$ cat src/common/bpu_pkg.sv
// bpu_pkg: update path sizes, branch kind encoding, resolve entry and update record types
`default_nettype none

package bpu_pkg;

    localparam int queue_depth = 6;
    localparam int pc_w        = 30;  // word address
    localparam int bh_w        = 14;
    localparam int pdch_w      = 8;
    localparam int pht_entries = 1 << pdch_w;

    localparam int ptr_w = $clog2(queue_depth);
    localparam int cnt_w = $clog2(queue_depth + 1);

    typedef logic [ptr_w-1:0] qptr_t;
    typedef logic [cnt_w-1:0] qcnt_t;
    typedef logic [pc_w-1:0]  pc_t;

    localparam qptr_t      last_slot = qptr_t'(queue_depth - 1);
    localparam logic [1:0] ctr_init  = 2'b01;  // weakly not taken

    typedef enum logic [2:0] {
        not_jump      = 3'd0,
        direct_jump   = 3'd1,
        jump          = 3'd2,
        call          = 3'd3,
        ret           = 3'd4,
        indirect_jump = 3'd5,
        other_jump    = 3'd6
    } branch_kind_t;

    // 124 bits, msb first
    typedef struct packed {
        logic [pdch_w-1:0] pdch;
        logic              flush_pre;   // second instruction of packet flushed
        logic [bh_w-1:0]   bh_pdc;
        logic              pack_size;   // packet held two instructions
        logic [1:0]        choice_pdc;
        pc_t               pc_ex;
        pc_t               npc_ex;
        branch_kind_t      kind_ex;
        logic              taken_ex;
        pc_t               npc_pdc;
        branch_kind_t      kind_pdc;
        logic              taken_pdc;
    } resolve_entry_t;

    typedef struct packed {
        logic [pdch_w-1:0] pdch;
        logic [bh_w-1:0]   bh_pdc;
        logic [1:0]        choice_pdc;
        pc_t               pc_ex;
        pc_t               npc_ex;
        branch_kind_t      kind_ex;
        logic              taken_ex;
        pc_t               npc_pdc;
        branch_kind_t      kind_pdc;
        logic              taken_pdc;
    } update_rec_t;

endpackage

`default_nettype wire

$ cat src/update_buffer/resolve_queue.sv
// resolve_queue: circular queue of resolved branch entries, two pushes and single or pair pop
`default_nettype none

module resolve_queue (
    input  wire logic                    clk,
    input  wire logic                    rstn,
    input  wire logic [1:0]              lane_valid,
    input  wire bpu_pkg::resolve_entry_t lane0,
    input  wire bpu_pkg::resolve_entry_t lane1,
    input  wire logic                    stall,
    output logic                         pop_valid,
    output logic                         pop_pair,
    output bpu_pkg::resolve_entry_t      head,
    output bpu_pkg::resolve_entry_t      next
);

    bpu_pkg::resolve_entry_t mem [bpu_pkg::queue_depth];

    bpu_pkg::qptr_t rd_ptr;
    bpu_pkg::qptr_t wr_ptr;
    bpu_pkg::qcnt_t count;

    bpu_pkg::qptr_t rd_ptr_1;
    bpu_pkg::qptr_t wr_ptr_1;
    logic [1:0]     push_n;
    logic [1:0]     pop_n;
    logic           head_single;

    function automatic bpu_pkg::qptr_t ptr_inc(input bpu_pkg::qptr_t ptr);
        return (ptr == bpu_pkg::last_slot) ? '0 : ptr + bpu_pkg::qptr_t'(1);
    endfunction

    assign rd_ptr_1 = ptr_inc(rd_ptr);
    assign wr_ptr_1 = ptr_inc(wr_ptr);

    assign head = mem[rd_ptr];
    assign next = mem[rd_ptr_1];

    // second instruction flushed means the packet resolves alone
    assign head_single = !head.pack_size || head.flush_pre;

    // pair head waits here until its partner is in
    assign pop_pair  = (count >= bpu_pkg::qcnt_t'(2)) && !head_single;
    assign pop_valid = ((count != '0) && head_single) || pop_pair;

    assign push_n = stall ? 2'd0 : {1'b0, lane_valid[0]} + {1'b0, lane_valid[1]};
    assign pop_n  = {pop_pair, pop_valid & ~pop_pair};

    // storage, no reset needed
    always_ff @(posedge clk) begin
        if (!stall) begin
            if (lane_valid[0]) begin
                mem[wr_ptr] <= lane0;
            end
            if (lane_valid[1]) begin
                mem[lane_valid[0] ? wr_ptr_1 : wr_ptr] <= lane1;  // lane 0 goes first
            end
        end
    end

    always_ff @(posedge clk) begin
        if (!rstn) begin
            rd_ptr <= '0;
            wr_ptr <= '0;
            count  <= '0;
        end else begin
            case (pop_n)
                2'd1:    rd_ptr <= rd_ptr_1;
                2'd2:    rd_ptr <= ptr_inc(rd_ptr_1);
                default: rd_ptr <= rd_ptr;
            endcase

            case (push_n)
                2'd1:    wr_ptr <= wr_ptr_1;
                2'd2:    wr_ptr <= ptr_inc(wr_ptr_1);
                default: wr_ptr <= wr_ptr;
            endcase

            count <= count + bpu_pkg::qcnt_t'(push_n) - bpu_pkg::qcnt_t'(pop_n);
        end
    end

endmodule

`default_nettype wire

$ cat src/update_buffer/update_merge.sv
// update_merge: folds a popped single or pair into one registered update record and return pc
`default_nettype none

module update_merge (
    input  wire logic                    clk,
    input  wire logic                    rstn,
    input  wire logic                    pop_valid,
    input  wire logic                    pop_pair,
    input  wire bpu_pkg::resolve_entry_t head,
    input  wire bpu_pkg::resolve_entry_t next,
    output logic                         update_en,
    output bpu_pkg::update_rec_t         update_rec,
    output bpu_pkg::pc_t                 ret_pc
);

    bpu_pkg::update_rec_t rec_nxt;
    bpu_pkg::pc_t         ret_nxt;

    function automatic bpu_pkg::update_rec_t to_rec(input bpu_pkg::resolve_entry_t e);
        bpu_pkg::update_rec_t r;
        r.pdch       = e.pdch;
        r.bh_pdc     = e.bh_pdc;
        r.choice_pdc = e.choice_pdc;
        r.pc_ex      = e.pc_ex;
        r.npc_ex     = e.npc_ex;
        r.kind_ex    = e.kind_ex;
        r.taken_ex   = e.taken_ex;
        r.npc_pdc    = e.npc_pdc;
        r.kind_pdc   = e.kind_pdc;
        r.taken_pdc  = e.taken_pdc;
        return r;
    endfunction

    // highest kind present in the pair, plain jump counts as not_jump
    function automatic bpu_pkg::branch_kind_t kind_merge(input bpu_pkg::branch_kind_t a,
                                                         input bpu_pkg::branch_kind_t b);
        if (a == bpu_pkg::direct_jump || b == bpu_pkg::direct_jump) begin
            return bpu_pkg::direct_jump;
        end else if (a == bpu_pkg::call || b == bpu_pkg::call) begin
            return bpu_pkg::call;
        end else if (a == bpu_pkg::ret || b == bpu_pkg::ret) begin
            return bpu_pkg::ret;
        end else if (a == bpu_pkg::indirect_jump || b == bpu_pkg::indirect_jump) begin
            return bpu_pkg::indirect_jump;
        end else if (a == bpu_pkg::other_jump || b == bpu_pkg::other_jump) begin
            return bpu_pkg::other_jump;
        end
        return bpu_pkg::not_jump;
    endfunction

    always_comb begin
        rec_nxt = to_rec(head);  // prediction side and pc_ex always from the first
        if (pop_pair) begin
            rec_nxt.taken_ex = head.taken_ex | next.taken_ex;
            rec_nxt.kind_ex  = kind_merge(head.kind_ex, next.kind_ex);
            rec_nxt.npc_ex   = head.taken_ex ? head.npc_ex : next.npc_ex;
        end
    end

    // call in the second slot returns past the second instruction
    always_comb begin
        if (pop_pair && head.kind_ex != bpu_pkg::call && next.kind_ex == bpu_pkg::call) begin
            ret_nxt = next.pc_ex + bpu_pkg::pc_t'(1);
        end else begin
            ret_nxt = head.pc_ex + bpu_pkg::pc_t'(1);
        end
    end

    always_ff @(posedge clk) begin
        if (!rstn) begin
            update_en  <= 1'b0;
            update_rec <= '0;
            ret_pc     <= '0;
        end else begin
            update_en <= pop_valid;
            if (pop_valid) begin
                update_rec <= rec_nxt;
                ret_pc     <= ret_nxt;
            end
        end
    end

endmodule

`default_nettype wire

$ cat src/rtl/pattern_table.sv
// pattern_table: two-bit saturating pattern counters trained by update records, lookup port
`default_nettype none

module pattern_table (
    input  wire logic                      clk,
    input  wire logic                      rstn,
    input  wire logic                      update_en,
    input  wire bpu_pkg::update_rec_t      update_rec,
    input  wire logic [bpu_pkg::pdch_w-1:0] lookup_index,
    output logic                           lookup_taken
);

    logic [1:0] ctr [bpu_pkg::pht_entries];

    logic [1:0] ctr_cur;
    logic [1:0] ctr_nxt;

    assign ctr_cur = ctr[update_rec.pdch];

    always_comb begin
        ctr_nxt = ctr_cur;
        if (update_rec.taken_ex) begin
            if (ctr_cur != 2'b11) begin
                ctr_nxt = ctr_cur + 2'b01;
            end
        end else if (ctr_cur != 2'b00) begin
            ctr_nxt = ctr_cur - 2'b01;
        end
    end

    // whole table back to weakly not taken in one reset clock
    always_ff @(posedge clk) begin
        if (!rstn) begin
            for (int i = 0; i < bpu_pkg::pht_entries; i++) begin
                ctr[i] <= bpu_pkg::ctr_init;
            end
        end else if (update_en) begin
            ctr[update_rec.pdch] <= ctr_nxt;
        end
    end

    assign lookup_taken = ctr[lookup_index][1];  // msb is the direction

endmodule

`default_nettype wire

$ cat src/rtl/bpu_update_top.sv
// bpu_update_top: resolve queue, update merge and pattern table of the predictor update path
`default_nettype none

module bpu_update_top (
    input  wire logic                       clk,
    input  wire logic                       rstn,
    input  wire logic [1:0]                 lane_valid,
    input  wire bpu_pkg::resolve_entry_t    lane0,
    input  wire bpu_pkg::resolve_entry_t    lane1,
    input  wire logic                       stall,
    input  wire logic [bpu_pkg::pdch_w-1:0] lookup_index,
    output logic                            update_en,
    output bpu_pkg::update_rec_t            update_rec,
    output bpu_pkg::pc_t                    ret_pc,
    output logic                            lookup_taken
);

    logic                    pop_valid;
    logic                    pop_pair;
    bpu_pkg::resolve_entry_t head;
    bpu_pkg::resolve_entry_t next;

    resolve_queue resolve_queue_inst (
        .clk        (clk),
        .rstn       (rstn),
        .lane_valid (lane_valid),
        .lane0      (lane0),
        .lane1      (lane1),
        .stall      (stall),
        .pop_valid  (pop_valid),
        .pop_pair   (pop_pair),
        .head       (head),
        .next       (next)
    );

    update_merge update_merge_inst (
        .clk        (clk),
        .rstn       (rstn),
        .pop_valid  (pop_valid),
        .pop_pair   (pop_pair),
        .head       (head),
        .next       (next),
        .update_en  (update_en),
        .update_rec (update_rec),
        .ret_pc     (ret_pc)
    );

    pattern_table pattern_table_inst (
        .clk          (clk),
        .rstn         (rstn),
        .update_en    (update_en),
        .update_rec   (update_rec),
        .lookup_index (lookup_index),
        .lookup_taken (lookup_taken)
    );

endmodule

`default_nettype wire

$ cat config.mk
export PLATFORM = sky130hd
export DESIGN_NAME = bpu_update_top
export DESIGN_NICKNAME = d
export VERILOG_FILES = /design/src/common/bpu_pkg.sv /design/src/update_buffer/resolve_queue.sv /design/src/update_buffer/update_merge.sv /design/src/rtl/pattern_table.sv /design/src/rtl/bpu_update_top.sv
export SDC_FILE = /design/constraint.sdc
export NUM_CORES = 2
export LEC_CHECK = 0
export CORE_ASPECT_RATIO = 1.75
export CORE_MARGIN = 4
export CORE_UTILIZATION = 35
export DETAILED_ROUTE_END_ITERATION = 12
export DONT_BUFFER_PORTS = 1
export GPL_TIMING_DRIVEN = 0
export PLACE_DENSITY_LB_ADDON = 0.12
export SETUP_SLACK_MARGIN = 0.15
export SKIP_LAST_GASP = 1
export SLEW_MARGIN = 20
export SYNTH_ARGS = -nofsm -noshare
export SYNTH_HDL_FRONTEND = slang
export SYNTH_SLANG_ARGS = --single-unit
$ cat constraint.sdc
create_clock -name clk -period 12.2 [get_ports clk]
set_input_delay 3.05 -clock clk [delete_from_list [all_inputs] [get_ports clk]]
set_output_delay 3.05 -clock clk [all_outputs]
set_load 0.01 [all_outputs]
==> results.cfg <==
[status]
outcome = finished clean

[final_layout]
post-route-util = 0.4035
syn_to_final_growth_pct = 14.49
drive_above_1_share = 0.3112
nNetsFinal = 6030
stdcell_count = 8704
final.fill_count = 20182

[routing]
post_drt_wl_per_cell_um = 41.45
drcViolationCount = 0
drt_iter0_drc = 5283
dr_total_vias = 53463
drt-total-wl_um = 360800
ant_nets = 0
firstDrtPassIters = 5
avgViaCountPerCell = 6.142

[floorplanning]
die-area_um2 = 220700
std_cell_rows = 223
start_util = 0.3524
core-area_um2 = 211500
io_pins = 415
die_x_um = 356.9
die_h_um = 618.5

[logic_synthesis]
seq_area_frac_synth = 0.5524
yosys-top-cells-area = edfxtp_1 51%, mux2_2 13%, mux4_2 12%, dfxtp_1 4.6%, mux2i_1 2.7%
synth_top_area_frac = 0.5060
postSynthCellCount = 5504
synth_cell_type_count = 76
dominantRegCellSynth = edfxtp_1
synth_fp_nets = 5773
yosysTopAreaCell = edfxtp_1
async_flop_share = 0
synth.avg_cell_area_um2 = 13.54
ys_warn_count = 0
synth_edf_count = 1256
syn_area_um2 = 74540
ys_ff_latch = 1429

[run]
maxCapViolCount = 0

[worst_setup_path]
crit_required_ps = 9150
arrival_ps = 6660
setup.worst_path.start_class = primary input
critPathKind = in -> out
r2r_slack_ps = 5640
critPathMaxFanout = 10
cp-end-kind = output port

[sta]
hold_viol_final = 0
period_share = 0.7955
finalSetupViolCount = 0
slew_violations = 0
tns_ps = 0
fin_hold_ws_ps = 502.2
fmax_mhz = 103.0
slew_headroom = 0.1410
fin_worst_skew_ps = 66.89
rsz0062_at_grt = no
finalCriticalPeriod_ps = 9705
tightest_slew_ps = 1288

[global_route]
antenna_found_initial = 27
grt_max_degree = 20
grt_pass1_vias = 56110
grt_overflow = 0
grt_pass1_wl_um = 482100
grtUsageTotal = 0.3210

[clock_network]
postCtsSetupRepairBufs = 0
cts_buffers = 158
insertion_delay_ps = 860
cts_max_path_buffers = 4
htreeDepth = 4
clk_pin_slew_ps = 60
ctsHoldBuffers = 0
ctsResizeCount = 0
clock_sinks = 1429
cts-root-buf = clkbuf_16
cts_tree = done

[power_and_ir_drop]
peakVddDrop_mv = 0.2352
fin_total_pwr_uw = 19220
power_density_nw_per_um2 = 225.2
power.static_leakage_uw = 0.02620

[place]
dpl.hpwl_um = 269000
dp_cells = 8413
place.gp.congestion = 1.041
port-buffer-count = 0

[worst_hold_path]
hp-class = reg -> reg
## final cells by class
cell class	instances	area [um^2]	share of cell area
inverter	21	78.83	0.0009237
clock buffer	226	4571	0.05356
tap	2812	3518	0.04123
multi-input combinational	3522	31060	0.3640
timing repair buffer	97	1864	0.02185
buffer	532	2527	0.02962
antenna	11	27.53	0.0003225
sequential	1429	41180	0.4825
clock inverter	54	514.2	0.006026
## final timing paths
check	start	to	cells past startpoint
worst min register to register	update_merge_inst.update_rec[108]$_SDFFE_PN0N_	update_merge_inst.update_rec[108]$_SDFFE_PN0N_	2
worst max-delay path	lookup_index[0]	lookup_taken	6
worst min-delay path	update_merge_inst.update_rec[108]$_SDFFE_PN0N_	update_merge_inst.update_rec[108]$_SDFFE_PN0N_	2
worst max register to register	flip-flop	update_merge_inst.ret_pc[8]$_SDFFE_PN0N_	16
## power breakdown
group / total [uW] / internal [uW] / leakage [uW] / switching [uW]
Sequential: 6410 / 5720 / 0.0126 / 684
Clock: 4940 / 2800 / 0.00249 / 2140
Combinational: 7870 / 2440 / 0.0111 / 5430
Total: 19200 / 11000 / 0.0262 / 8260
## sequential cells by signal (all words and copies together) (netlist names), named ones only
| register | flops |
|---|---|
| resolve_queue_inst.rd_ptr | 3 |
| resolve_queue_inst.count | 3 |
| resolve_queue_inst.wr_ptr | 3 |
| resolve_queue_inst.mem | 744 |
| update_merge_inst.update_rec | 122 |
| update_merge_inst.ret_pc | 30 |
| update_merge_inst.update_en | 1 |
| pattern_table_inst.ctr | 512 |
## cell usage in the layout, fill, tap and decap left out, types with 198 or more instances in the layout
master    count
clkbuf_1    314
mux2i_1     198
nand3_1     295
edfxtp_1   1256
nor2_1      289
a21oi_1     215
mux4_2      386
o21ai_0     308
mux2_2      846
nor3_1      285
nand2_1     293
## critical path, cell delays in order
cell	delay (ps)
clkbuf_2	480
buf_2	730
mux4_2	660
mux4_2	630
mux4_2	520
mux4_2	510
## layer usage
layer,vias to the layer above,routed length [um],GRT usage
li1,21985,-,-
met5,-,122,0
met4,18,34120,0.2408
met3,1126,38180,0.1252
met1,27516,111500,0.3103
met2,2818,176900,0.5496
## cells by family after synthesis
group / Yosys count / synth area share
adder cells (fa/ha/maj): 10 / 0.001830
AND/OR/NAND/NOR: 1308 / 0.08074
AO/OA/AOI/OAI: 748 / 0.05794
buffers and inverters: 553 / 0.03298
flip-flops: 1429 / 0.5524
XOR/XNOR: 26 / 0.003055
multiplexers: 1430 / 0.2710
## cell usage after synthesis, types with 42 or more instances
library cell,n
a21oi_1,217
buf_1,44
buf_2,46
buf_4,42
clkbuf_1,376
dfxtp_1,173
edfxtp_1,1256
mux2_2,846
mux2i_1,198
mux4_2,386
nand2_1,295
nand3_1,295
nor2_1,297
nor3_1,295
o211ai_1,100
o21ai_0,315
## per-stage QoR
step	instance area (um^2)	worst slack, ps
CTS	85280	2542
global placement	78070	-6326
global route	85320	2524
finish	85340	2495
floorplan	74550	1916
detailed placement	80200	2554
Power figures use the tool's default switching activity.
